[src/common/csr_config.svh]
`ifndef CSR_CONFIG_SVH
`define CSR_CONFIG_SVH

// Data and counter widths
`define CSR_XLEN              32
`define CSR_CNT_W             64
`define CSR_ADDR_W            12

// Counters and timers, user read-only
`define CSR_ADDR_CYCLE        12'hc00
`define CSR_ADDR_TIME         12'hc01
`define CSR_ADDR_CYCLEH       12'hc80
`define CSR_ADDR_TIMEH        12'hc81

// Machine information registers, all read as zero
`define CSR_ADDR_MVENDORID    12'hf11
`define CSR_ADDR_MARCHID      12'hf12
`define CSR_ADDR_MIMPID       12'hf13
`define CSR_ADDR_MHARTID      12'hf14
`define CSR_ADDR_MCONFIGPTR   12'hf15

// Machine trap setup
`define CSR_ADDR_MSTATUS      12'h300
`define CSR_ADDR_MISA         12'h301
`define CSR_ADDR_MEDELEG      12'h302
`define CSR_ADDR_MIDELEG      12'h303
`define CSR_ADDR_MIE          12'h304
`define CSR_ADDR_MTVEC        12'h305
`define CSR_ADDR_MSTATUSH     12'h310

// Machine trap handling
`define CSR_ADDR_MSCRATCH     12'h340
`define CSR_ADDR_MEPC         12'h341
`define CSR_ADDR_MCAUSE       12'h342
`define CSR_ADDR_MTVAL        12'h343
`define CSR_ADDR_MIP          12'h344

// Address used for a squashed command
`define CSR_ADDR_NONE         12'hfff

`define MCAUSE_M_TIMER_INT    32'h8000_0007
`define MCAUSE_ECALL_BASE     32'd8

// Clock cycles per mtime tick, must be at least 1
`define CSR_TIME_DIV          4

// Memory-mapped timer register select
`define TIMER_SEL_MTIME_LO    2'd0
`define TIMER_SEL_MTIME_HI    2'd1
`define TIMER_SEL_MTIMECMP_LO 2'd2
`define TIMER_SEL_MTIMECMP_HI 2'd3

`endif

[src/common/csr_pkg.sv]
package csr_pkg;

    // Command presented by decode to the CSR stage
    typedef enum logic [2:0] {
        CSR_X     = 3'd0,
        CSR_W     = 3'd1,
        CSR_S     = 3'd2,
        CSR_C     = 3'd3,
        CSR_ECALL = 3'd4,
        CSR_MRET  = 3'd5,
        CSR_SRET  = 3'd6
    } csr_cmd_e;

    // Privilege levels; the hypervisor encoding 2'b10 is not implemented
    typedef enum logic [1:0] {
        MODE_USER       = 2'b00,
        MODE_SUPERVISOR = 2'b01,
        MODE_MACHINE    = 2'b11
    } priv_mode_e;

endpackage

[src/csr/csr_stage.sv]
`timescale 1ns/10ps
`include "csr_config.svh"

module csr_stage
    import csr_pkg::*;
(
    input  logic                  clk,
    input  logic                  rst_n,
    input  logic [`CSR_CNT_W-1:0] cycle,
    input  logic [`CSR_CNT_W-1:0] mtime,
    input  logic [`CSR_CNT_W-1:0] mtimecmp,
    input  logic                  wb_branch_hazard,
    input  csr_cmd_e              csr_cmd,
    input  logic [`CSR_XLEN-1:0]  op1_data,
    input  logic [`CSR_XLEN-1:0]  imm_i,
    input  logic                  interrupt_ready,
    input  logic [`CSR_XLEN-1:0]  if_pc,
    output csr_cmd_e              csr_cmd_out,
    output logic [`CSR_XLEN-1:0]  csr_rdata,
    output logic [`CSR_XLEN-1:0]  trap_vector,
    output logic                  stall_may_interrupt
);

    priv_mode_e mode;

    // mstatus fields
    logic       mstatus_sd;
    logic       mstatus_tsr;
    logic       mstatus_tw;
    logic       mstatus_tvm;
    logic       mstatus_mxr;
    logic       mstatus_sum;
    logic       mstatus_mprv;
    logic [1:0] mstatus_xs;
    logic [1:0] mstatus_fs;
    priv_mode_e mstatus_mpp;
    logic [1:0] mstatus_vs;
    logic       mstatus_spp;
    logic       mstatus_mpie;
    logic       mstatus_ube;
    logic       mstatus_spie;
    logic       mstatus_mie;
    logic       mstatus_sie;
    logic       mstatush_mbe;
    logic       mstatush_sbe;

    logic [`CSR_XLEN-1:0] medeleg;
    logic                 mideleg_mtie;

    // mie fields
    logic mie_meie;
    logic mie_seie;
    logic mie_mtie;
    logic mie_stie;
    logic mie_msie;
    logic mie_ssie;

    logic [`CSR_XLEN-1:0] mtvec;
    logic [`CSR_XLEN-1:0] mscratch;
    logic [`CSR_XLEN-1:0] mepc;
    logic [`CSR_XLEN-1:0] mcause;
    logic [`CSR_XLEN-1:0] mtval;
    logic [`CSR_XLEN-1:0] mip;

    // Command held for the write half of the access
    csr_cmd_e              save_cmd;
    logic [`CSR_ADDR_W-1:0] save_addr;
    logic [`CSR_XLEN-1:0]  save_op1;

    csr_cmd_e              cmd_eff;
    logic [`CSR_ADDR_W-1:0] addr;
    logic [`CSR_XLEN-1:0]  mstatus_rd;
    logic [`CSR_XLEN-1:0]  mie_rd;
    logic [`CSR_XLEN-1:0]  rdata_next;
    logic [`CSR_XLEN-1:0]  wdata;
    logic                  csr_write;
    logic                  timer_pending;
    logic                  trap_taken;

    // A flush squashes the command and reads the zero address
    assign cmd_eff = wb_branch_hazard ? CSR_X : csr_cmd;
    assign addr    = wb_branch_hazard ? `CSR_ADDR_NONE : imm_i[`CSR_ADDR_W-1:0];

    assign mstatus_rd = {mstatus_sd, 8'b0, mstatus_tsr, mstatus_tw, mstatus_tvm,
                         mstatus_mxr, mstatus_sum, mstatus_mprv, mstatus_xs,
                         mstatus_fs, mstatus_mpp, mstatus_vs, mstatus_spp,
                         mstatus_mpie, mstatus_ube, mstatus_spie, 1'b0,
                         mstatus_mie, 1'b0, mstatus_sie, 1'b0};

    assign mie_rd = {20'b0, mie_meie, 1'b0, mie_seie, 1'b0, mie_mtie, 1'b0,
                     mie_stie, 1'b0, mie_msie, 1'b0, mie_ssie, 1'b0};

    // Machine timer interrupt, taken in M unless delegated to S
    assign timer_pending = (mtime >= mtimecmp) && mie_mtie &&
                           ((mode == MODE_MACHINE && !mideleg_mtie && mstatus_mie) ||
                            (mode == MODE_SUPERVISOR && mideleg_mtie && mstatus_sie));

    assign stall_may_interrupt = timer_pending;
    assign trap_taken          = timer_pending && interrupt_ready;

    always_comb begin
        case (addr)
            `CSR_ADDR_CYCLE:      rdata_next = cycle[31:0];
            `CSR_ADDR_CYCLEH:     rdata_next = cycle[63:32];
            `CSR_ADDR_TIME:       rdata_next = mtime[31:0];
            `CSR_ADDR_TIMEH:      rdata_next = mtime[63:32];
            `CSR_ADDR_MSTATUS:    rdata_next = mstatus_rd;
            `CSR_ADDR_MSTATUSH:   rdata_next = {26'b0, mstatush_mbe, mstatush_sbe, 4'b0};
            `CSR_ADDR_MEDELEG:    rdata_next = medeleg;
            `CSR_ADDR_MIDELEG:    rdata_next = {24'b0, mideleg_mtie, 7'b0};
            `CSR_ADDR_MIE:        rdata_next = mie_rd;
            `CSR_ADDR_MTVEC:      rdata_next = mtvec;
            `CSR_ADDR_MSCRATCH:   rdata_next = mscratch;
            `CSR_ADDR_MEPC:       rdata_next = mepc;
            `CSR_ADDR_MCAUSE:     rdata_next = mcause;
            `CSR_ADDR_MTVAL:      rdata_next = mtval;
            `CSR_ADDR_MIP:        rdata_next = mip;
            // Information registers and misa
            `CSR_ADDR_MVENDORID, `CSR_ADDR_MARCHID, `CSR_ADDR_MIMPID,
            `CSR_ADDR_MHARTID, `CSR_ADDR_MCONFIGPTR, `CSR_ADDR_MISA,
            `CSR_ADDR_NONE:       rdata_next = '0;
            default:              rdata_next = '0;
        endcase
    end

    // Write data from the old value registered last cycle
    always_comb begin
        case (save_cmd)
            CSR_W:   wdata = save_op1;
            CSR_S:   wdata = csr_rdata | save_op1;
            CSR_C:   wdata = csr_rdata & ~save_op1;
            default: wdata = '0;
        endcase
    end

    assign csr_write = (save_cmd == CSR_W) || (save_cmd == CSR_S) || (save_cmd == CSR_C);

    always_ff @(posedge clk) begin
        save_addr <= addr;
        save_op1  <= op1_data;
    end

    always_ff @(posedge clk) begin
        if (!rst_n) begin
            mode         <= MODE_MACHINE;
            csr_cmd_out  <= CSR_X;
            csr_rdata    <= '0;
            trap_vector  <= '0;
            save_cmd     <= CSR_X;
            mstatus_sd   <= 1'b0;
            mstatus_tsr  <= 1'b0;
            mstatus_tw   <= 1'b0;
            mstatus_tvm  <= 1'b0;
            mstatus_mxr  <= 1'b0;
            mstatus_sum  <= 1'b0;
            mstatus_mprv <= 1'b0;
            mstatus_xs   <= 2'b0;
            mstatus_fs   <= 2'b0;
            mstatus_mpp  <= MODE_MACHINE;
            mstatus_vs   <= 2'b0;
            mstatus_spp  <= 1'b0;
            mstatus_mpie <= 1'b0;
            mstatus_ube  <= 1'b0;
            mstatus_spie <= 1'b0;
            mstatus_mie  <= 1'b0;
            mstatus_sie  <= 1'b0;
            mstatush_mbe <= 1'b0;
            mstatush_sbe <= 1'b0;
            medeleg      <= '0;
            mideleg_mtie <= 1'b0;
            mie_meie     <= 1'b0;
            mie_seie     <= 1'b0;
            mie_mtie     <= 1'b0;
            mie_stie     <= 1'b0;
            mie_msie     <= 1'b0;
            mie_ssie     <= 1'b0;
            mtvec        <= '0;
            mscratch     <= '0;
            mepc         <= '0;
            mcause       <= '0;
            mtval        <= '0;
            mip          <= '0;
        end else begin
            csr_rdata <= rdata_next;
            // The command of a trap cycle is dropped
            save_cmd  <= trap_taken ? CSR_X : cmd_eff;

            if (csr_write) begin
                case (save_addr)
                    `CSR_ADDR_MSTATUS: begin
                        mstatus_sd   <= wdata[31];
                        mstatus_tsr  <= wdata[22];
                        mstatus_tw   <= wdata[21];
                        mstatus_tvm  <= wdata[20];
                        mstatus_mxr  <= wdata[19];
                        mstatus_sum  <= wdata[18];
                        mstatus_mprv <= wdata[17];
                        mstatus_xs   <= wdata[16:15];
                        mstatus_fs   <= wdata[14:13];
                        // MPP keeps its value on the reserved encoding
                        if (wdata[12:11] != 2'b10) begin
                            mstatus_mpp <= priv_mode_e'(wdata[12:11]);
                        end
                        mstatus_vs   <= wdata[10:9];
                        mstatus_spp  <= wdata[8];
                        mstatus_mpie <= wdata[7];
                        mstatus_ube  <= wdata[6];
                        mstatus_spie <= wdata[5];
                        mstatus_mie  <= wdata[3];
                        mstatus_sie  <= wdata[1];
                    end
                    `CSR_ADDR_MSTATUSH: begin
                        mstatush_mbe <= wdata[5];
                        mstatush_sbe <= wdata[4];
                    end
                    `CSR_ADDR_MEDELEG:  medeleg      <= wdata;
                    `CSR_ADDR_MIDELEG:  mideleg_mtie <= wdata[7];
                    `CSR_ADDR_MIE: begin
                        mie_meie <= wdata[11];
                        mie_seie <= wdata[9];
                        mie_mtie <= wdata[7];
                        mie_stie <= wdata[5];
                        mie_msie <= wdata[3];
                        mie_ssie <= wdata[1];
                    end
                    `CSR_ADDR_MTVEC:    mtvec    <= wdata;
                    `CSR_ADDR_MSCRATCH: mscratch <= wdata;
                    `CSR_ADDR_MEPC:     mepc     <= wdata;
                    `CSR_ADDR_MCAUSE:   mcause   <= wdata;
                    `CSR_ADDR_MTVAL:    mtval    <= wdata;
                    `CSR_ADDR_MIP:      mip      <= wdata;
                    default: begin
                    end
                endcase
            end

            // Trap and return updates come last and win over a pending write
            if (trap_taken) begin
                csr_cmd_out <= CSR_ECALL;
                trap_vector <= mtvec;
                mcause      <= `MCAUSE_M_TIMER_INT;
                if (!mideleg_mtie) begin
                    mode         <= MODE_MACHINE;
                    mstatus_mpp  <= mode;
                    mstatus_mpie <= mstatus_mie;
                    mstatus_mie  <= 1'b0;
                    mepc         <= if_pc;
                end else begin
                    mode         <= MODE_SUPERVISOR;
                    mstatus_spp  <= mode[0];
                    mstatus_spie <= mstatus_sie;
                    mstatus_sie  <= 1'b0;
                end
            end else begin
                csr_cmd_out <= cmd_eff;
                case (cmd_eff)
                    CSR_ECALL: begin
                        trap_vector <= mtvec;
                        mcause      <= `MCAUSE_ECALL_BASE + {30'b0, mode};
                        mode        <= MODE_MACHINE;
                    end
                    CSR_MRET: begin
                        trap_vector <= mepc;
                        mode        <= mstatus_mpp;
                        mstatus_mpp <= MODE_USER;
                        mstatus_mie <= mstatus_mpie;
                        if (mstatus_mpp != MODE_MACHINE) begin
                            mstatus_mprv <= 1'b0;
                        end
                    end
                    // sret is a no-op
                    default: begin
                    end
                endcase
            end
        end
    end

endmodule

[src/csr/csr_top.sv]
`timescale 1ns/10ps
`include "csr_config.svh"

module csr_top
    import csr_pkg::*;
(
    input  logic                 clk,
    input  logic                 rst_n,

    // Pipeline side
    input  csr_cmd_e             csr_cmd,
    input  logic [`CSR_XLEN-1:0] op1_data,
    input  logic [`CSR_XLEN-1:0] imm_i,
    input  logic                 wb_branch_hazard,
    input  logic                 interrupt_ready,
    input  logic [`CSR_XLEN-1:0] if_pc,
    output csr_cmd_e             csr_cmd_out,
    output logic [`CSR_XLEN-1:0] csr_rdata,
    output logic [`CSR_XLEN-1:0] trap_vector,
    output logic                 stall_may_interrupt,

    // Memory-mapped timer write strobe
    input  logic                 timer_wr_en,
    input  logic [1:0]           timer_wr_sel,
    input  logic [`CSR_XLEN-1:0] timer_wr_data
);

    logic [`CSR_CNT_W-1:0] cycle;
    logic [`CSR_CNT_W-1:0] mtime;
    logic [`CSR_CNT_W-1:0] mtimecmp;

    csr_counters i_csr_counters (
        .clk           (clk),
        .rst_n         (rst_n),
        .timer_wr_en   (timer_wr_en),
        .timer_wr_sel  (timer_wr_sel),
        .timer_wr_data (timer_wr_data),
        .cycle         (cycle),
        .mtime         (mtime),
        .mtimecmp      (mtimecmp)
    );

    csr_stage i_csr_stage (
        .clk                 (clk),
        .rst_n               (rst_n),
        .cycle               (cycle),
        .mtime               (mtime),
        .mtimecmp            (mtimecmp),
        .wb_branch_hazard    (wb_branch_hazard),
        .csr_cmd             (csr_cmd),
        .op1_data            (op1_data),
        .imm_i               (imm_i),
        .interrupt_ready     (interrupt_ready),
        .if_pc               (if_pc),
        .csr_cmd_out         (csr_cmd_out),
        .csr_rdata           (csr_rdata),
        .trap_vector         (trap_vector),
        .stall_may_interrupt (stall_may_interrupt)
    );

endmodule

[src/hdl/csr_counters.sv]
`timescale 1ns/10ps
`include "csr_config.svh"

module csr_counters (
    input  logic                  clk,
    input  logic                  rst_n,
    input  logic                  timer_wr_en,
    input  logic [1:0]            timer_wr_sel,
    input  logic [`CSR_XLEN-1:0]  timer_wr_data,
    output logic [`CSR_CNT_W-1:0] cycle,
    output logic [`CSR_CNT_W-1:0] mtime,
    output logic [`CSR_CNT_W-1:0] mtimecmp
);

    // Wide enough to hold CSR_TIME_DIV - 1, also for a divider of 1
    localparam int DIV_W = $clog2(`CSR_TIME_DIV + 1);

    logic [DIV_W-1:0] div_cnt;
    logic             tick;
    logic             wr_mtime_lo;
    logic             wr_mtime_hi;
    logic             wr_cmp_lo;
    logic             wr_cmp_hi;

    assign tick = (div_cnt == DIV_W'(`CSR_TIME_DIV - 1));

    // Timer bus decode
    assign wr_mtime_lo = timer_wr_en && (timer_wr_sel == `TIMER_SEL_MTIME_LO);
    assign wr_mtime_hi = timer_wr_en && (timer_wr_sel == `TIMER_SEL_MTIME_HI);
    assign wr_cmp_lo   = timer_wr_en && (timer_wr_sel == `TIMER_SEL_MTIMECMP_LO);
    assign wr_cmp_hi   = timer_wr_en && (timer_wr_sel == `TIMER_SEL_MTIMECMP_HI);

    // Free-running cycle count
    always_ff @(posedge clk) begin
        if (!rst_n) begin
            cycle <= '0;
        end else begin
            cycle <= cycle + 1'b1;
        end
    end

    // mtime with prescaler, a bus write wins over the tick
    always_ff @(posedge clk) begin
        if (!rst_n) begin
            div_cnt <= '0;
            mtime   <= '0;
        end else if (wr_mtime_lo) begin
            div_cnt <= '0;
            mtime   <= {mtime[63:32], timer_wr_data};
        end else if (wr_mtime_hi) begin
            div_cnt <= '0;
            mtime   <= {timer_wr_data, mtime[31:0]};
        end else if (tick) begin
            div_cnt <= '0;
            mtime   <= mtime + 1'b1;
        end else begin
            div_cnt <= div_cnt + 1'b1;
        end
    end

    // Compare value, all ones keeps the interrupt quiet after reset
    always_ff @(posedge clk) begin
        if (!rst_n) begin
            mtimecmp <= '1;
        end else if (wr_cmp_lo) begin
            mtimecmp <= {mtimecmp[63:32], timer_wr_data};
        end else if (wr_cmp_hi) begin
            mtimecmp <= {timer_wr_data, mtimecmp[31:0]};
        end
    end

endmodule

[config.mk]
export PLATFORM = sky130hd
export DESIGN_NAME = csr_top
export DESIGN_NICKNAME = d
export VERILOG_FILES = /design/src/common/csr_pkg.sv /design/src/csr/csr_stage.sv /design/src/csr/csr_top.sv /design/src/hdl/csr_counters.sv
export VERILOG_INCLUDE_DIRS = /design/src /design/src/common
export SDC_FILE = /design/constraint.sdc
export NUM_CORES = 1
export LEC_CHECK = 0
export BUFFER_PORTS_ARGS = -buffer_cell sky130_fd_sc_hd__buf_2
export CAP_MARGIN = 20
export CORE_MARGIN = 1.5
export CORE_UTILIZATION = 45
export CTS_BUF_LIST = sky130_fd_sc_hd__clkbuf_4 sky130_fd_sc_hd__clkbuf_8 sky130_fd_sc_hd__clkbuf_16
export CTS_CLUSTER_SIZE = 20
export DETAILED_ROUTE_END_ITERATION = 16
export PLACE_DENSITY = 0.75
export SYNTH_ARGS = -nofsm -noshare
export SYNTH_HDL_FRONTEND = slang
export SYNTH_SLANG_ARGS = --single-unit
[constraint.sdc]
create_clock -name clk -period 3.2 [get_ports clk]
set_input_delay 0.32 -clock clk [delete_from_list [all_inputs] [get_ports clk]]
set_output_delay 0.32 -clock clk [all_outputs]
set_load 0.005 [all_outputs]
==> reports/results.md <==
| Step | Parameter | Value |
|:---|:---|:---|
| outcome | Run status | finished, final reports clean |
| clocking | Clock transition time at the flip-flop clock pins of the worst setup and hold paths | 0.06 ns |
| yosys | Number of nets produced by synthesis | 3152 |
| sta | Final Hold Viols | 0 |
| sta | Number of max-slew violations in the final report | 0 |
| sta | Final Skew | 0.0500 ns |
| worst setup path | Data required, critical path | 2.88 ns |
| sta | Period utilisation layout | 0.982 |
| routing | Vias per Instance | 6.08 |
| yosys | Top cell type by total area after synthesis | sky130_fd_sc_hd__dfxtp_1 |
| clocking | Clock root buffer master | sky130_fd_sc_hd__clkbuf_16 |
| layout | Area growth, synth to finish | 22.3% |
| worst setup path | Family of cells with the greatest summed delay on the critical path | compound AO/OA/AOI/OAI gates |
| yosys | Most used standard cell by instance count after synthesis | sky130_fd_sc_hd__dfxtp_1 |
| layout | Final Instance Count excl. Fillers | 3982 |
| floorplan | Horizontal extent of the die | 241 um |
| power and ir drop | Worst vdd ir | 0.442 mV |
| layout | Number of inserted diodes | 0 |
| yosys | Warnings, synthesis | 0 |
| yosys | Synthesized cell area | 25400 sq um |
| placement | Routability cong. | 0.932 |
| yosys | #FFs+latches synth | 563 |
| layout | Final core utilization | 0.560 |
| floorplan | Number of primary I/O pins | 206 |
| global routing | First-pass GRT wire length | 130 mm |
| layout | Cell area after layout | 31100 sq um |
| global routing | GRT Overall Usage | 0.286 |
| worst setup path | Sort of element at the start of the critical path | register |
| min path | Hold/Removal Path Class | in2reg |
| routing | Total routed wirelength | 85.5 mm |
| placement | Number of placed instances, taps included | 3781 |
| global routing | Initial antenna violation count | 0 |
| placement | Placement Setup Slack | 0.115 ns |
| sta | Post-route minimum period | 3.14 ns |
| flow run | Max-capacitance violation count | 0 |
| power and ir drop | Pleak | 11.4 nW |
| placement | Standard cell area after detailed placement | 27800 sq um |
| yosys | Number of flops mapped to enable cells by yosys | 0 |
| clocking | Clock latency on the worst-skew pair | 0.66 ns |
| sta | Headroom to the max-slew limit | 0.315 |
| worst setup path | Worst setup EP type | output pin |
| floorplan | Die Y-Extent | 241 um |
| placement | Port bufs | 185 |
| floorplan | Effective utilization at floorplan | 0.458 |
| worst setup path | Arrival time reported for the critical path endpoint | 2.82 ns |
| yosys | Sequential-to-total area share from yosys stat | 0.443 |
| worst setup path | Critical path fanouts, max | 5 |
| clocking | Maximum level of the CTS H-tree | 2 |
| global routing | Final global-route overflow total | 0 |
| floorplan | Area of the core | 55500 sq um |
| sta | Worst Setup Slack, final | 0.0568 ns |
| clocking | Maximum buffer depth of the clock tree | 3 |
| clocking | CTS tree | built |
| routing | Starting DRT DRC Count | 3002 |
| layout | Fill cell total of the finished layout | 4858 |
| sta | Highest clock frequency the design can meet | 0.318 GHz |
| routing | Vias post-DR | 24200 |
| worst setup path | Crit path kind | reg2out |
| floorplan | DIE AREA | 58000 sq um |
| worst setup path | Maximum single-stage delay on the critical path | 0.46 ns |
| yosys | Portion of synthesized cell area occupied by the leading cell type | 0.443 |
| global routing | Largest net degree at the start of global routing | 135 |
| sta | Setup repair after global routing missed its margin | true |
| worst setup path | Crit path buf inv count | 2 |
| floorplan | FP Rows | 86 |
| yosys | Primary FF master, synth | sky130_fd_sc_hd__dfxtp_1 |
| yosys | Async set-or-reset flop fraction in the synthesized netlist | 0 |
| routing | Length of the first detailed-routing pass in iterations | 9 |
| routing | Average wire length per cell after detail routing | 21.5 um |
| sta | Slew at the pin closest to its max-slew limit | 1.03 ns |
| power and ir drop | PD cells | 500 nW/um^2 |
| global routing | Via count of the first global-routing pass | 22600 |
| layout | Share of cells above drive strength 1 | 0.181 |
| yosys | Per-instance average area after synthesis | 8.63 sq um |
| clocking | Clock Sink Count | 563 |
| power and ir drop | Total power after layout | 15.6 mW |
| yosys | Syn Inst Count | 2946 |
| sta | Total setup violations reported at the end of the flow | 0 |
| yosys | Cells taking the most area after synthesis | sky130_fd_sc_hd__dfxtp_1 44%, sky130_fd_sc_hd__a211oi_1 6.6%, sky130_fd_sc_hd__nor2_1 6.4%, sky130_fd_sc_hd__nand2_1 3.8%, sky130_fd_sc_hd__a222oi_1 3.6% |
| routing | DRC violations left | 0 |
| routing | Antenna violation net count after detailed routing | 0 |
| placement | Post-DP HPWL | 57.9 mm |
| yosys | Netlist cell types | 73 |
| worst setup path | Slowest cell on the critical path | sky130_fd_sc_hd__o41a_1 |
| clocking | Total CTS buffers | 56 |
| layout | Net total in the final layout | 3392 |
| yosys | Synth top cells by count | 563 x sky130_fd_sc_hd__dfxtp_1, 434 x sky130_fd_sc_hd__nor2_1, 259 x sky130_fd_sc_hd__nand2_1, 223 x sky130_fd_sc_hd__a211oi_1, 182 x sky130_fd_sc_hd__clkbuf_1 |
| worst setup path | Chain of cells forming the critical path | ha_1, a21oi_1, o21ai_1, a211oi_2, o22ai_2, buf_4, o41a_1, buf_2 |
==> final cells by class <==
class                           instances  area (sq um)  share of cell area
Inverter                              125           479              0.0154
Sequential cell                       563         11300               0.363
Clock buffer                           85          1710              0.0550
Multi-Input combinational cell       2028         13100               0.422
Timing Repair Buffer                  412          3210               0.103
Tap cell                              748           936              0.0301
Clock inverter                         21           358              0.0115
==> worst register-to-register path, stage by stage, from the launching register on <==
cell and delay (ns):
sky130_fd_sc_hd__dfxtp_1 0.30, sky130_fd_sc_hd__inv_1 0.05, sky130_fd_sc_hd__ha_1 0.31, sky130_fd_sc_hd__a21oi_1 0.15, sky130_fd_sc_hd__nor2_1 0.06, sky130_fd_sc_hd__a211oi_1 0.34, sky130_fd_sc_hd__o211ai_1 0.33, sky130_fd_sc_hd__o41a_2 0.56
sky130_fd_sc_hd__nor2_2 0.41, sky130_fd_sc_hd__buf_12 0.24, sky130_fd_sc_hd__o221a_2 0.21
==> kinds of logic (layout without fill, tap and decap cells) <==
kind of cell,count (synthesis),count (layout),share of synthesized area
simple gates,1043,1043,0.197
buf+inv,355,643,0.0552
mux,12,12,0.00472
xor+xnor,94,94,0.0324
flops,563,563,0.443
fa+ha+maj,68,68,0.0334
compound gates,811,811,0.234
==> flip-flops by register name (all words and copies together), names as in the netlist, 2 cells and up <==
register                 count
i_csr_stage.mcause          32
i_csr_stage.csr_cmd_out      2
i_csr_stage.csr_rdata       32
i_csr_stage.mstatus_xs       2
i_csr_stage.trap_vector     32
i_csr_stage.mip             32
i_csr_counters.div_cnt       3
i_csr_stage.save_op1        32
i_csr_stage.mode             2
i_csr_stage.mtvec           32
i_csr_stage.save_addr       12
i_csr_stage.mstatus_mpp      2
i_csr_stage.medeleg         32
i_csr_counters.mtimecmp     64
i_csr_stage.mepc            32
i_csr_stage.mscratch        32
i_csr_stage.mstatus_fs       2
i_csr_counters.mtime        64
i_csr_stage.save_cmd         2
i_csr_counters.cycle        64
i_csr_stage.mstatus_vs       2
i_csr_stage.mtval           32
==> layout by cell type, fill, tap and decap left out, types with 26 or more instances in the layout <==
| master | Yosys | layout |
|---|---|---|
| sky130_fd_sc_hd__dfxtp_1 | 563 | 554 |
| sky130_fd_sc_hd__nor2_1 | 434 | 424 |
| sky130_fd_sc_hd__nand2_1 | 259 | 258 |
| sky130_fd_sc_hd__a211oi_1 | 223 | 222 |
| sky130_fd_sc_hd__buf_2 | 29 | 184 |
| sky130_fd_sc_hd__a21oi_1 | 151 | 147 |
| sky130_fd_sc_hd__inv_1 | 124 | 120 |
| sky130_fd_sc_hd__buf_4 | 5 | 109 |
| sky130_fd_sc_hd__a222oi_1 | 91 | 91 |
| sky130_fd_sc_hd__dlygate4sd3_1 | 0 | 90 |
| sky130_fd_sc_hd__nand3_1 | 88 | 88 |
| sky130_fd_sc_hd__o211ai_1 | 78 | 78 |
| sky130_fd_sc_hd__o21ai_0 | 71 | 68 |
| sky130_fd_sc_hd__ha_1 | 68 | 57 |
| sky130_fd_sc_hd__clkbuf_16 | 0 | 56 |
| sky130_fd_sc_hd__xnor2_1 | 51 | 51 |
| sky130_fd_sc_hd__a31oi_1 | 50 | 50 |
| sky130_fd_sc_hd__nand4_1 | 48 | 48 |
| sky130_fd_sc_hd__xor2_1 | 43 | 43 |
| sky130_fd_sc_hd__and3_1 | 36 | 33 |
| sky130_fd_sc_hd__o221ai_1 | 33 | 33 |
| sky130_fd_sc_hd__o221a_2 | 32 | 32 |
| sky130_fd_sc_hd__buf_12 | 0 | 28 |
| sky130_fd_sc_hd__a22oi_1 | 27 | 26 |
==> routing by layer <==
layer  share of wire  global-route usage
met3           0.086              0.0495
met5               0                   0
met4           0.049               0.138
met2            0.47               0.467
met1            0.39               0.367
==> worst paths after layout <==
kind	slack, ns	cells past startpoint	end	from
max	0.06	8	stall_may_interrupt	i_csr_counters.mtime[51]
min	0.01	3	i_csr_counters.mtimecmp[29]	timer_wr_data[29]
max reg2reg	0.15	10	i_csr_stage.trap_vector[11]	i_csr_counters.mtimecmp[57]
min reg2reg	0.43	1	i_csr_counters.div_cnt[0]	i_csr_counters.div_cnt[0]
==> timing repair <==
action	4_1_cts	5_1_grt
endpoints found under the setup margin	1	1
pin swaps	8	20
hold buffers	90	0
hold endpoints to repair	104	0
buffers inserted	1	4
gates resized for setup	12	38
==> power by group <==
group | switching [mW] | internal (mW)
logic | 0.624 | 0.420
clock network | 2.97 | 4.29
registers | 0.110 | 7.15
==> through the flow <==
step	TNS (ns)	hold WS, ns
4_1_cts	0	0.000753
5_1_grt	-0.0308	0.0142
6_report	0	0.0124
3_3_place_gp	0	0.410
3_5_place_dp	0	0.416
2_1_floorplan	0	0.348
Power figures use the tool's default switching activity.
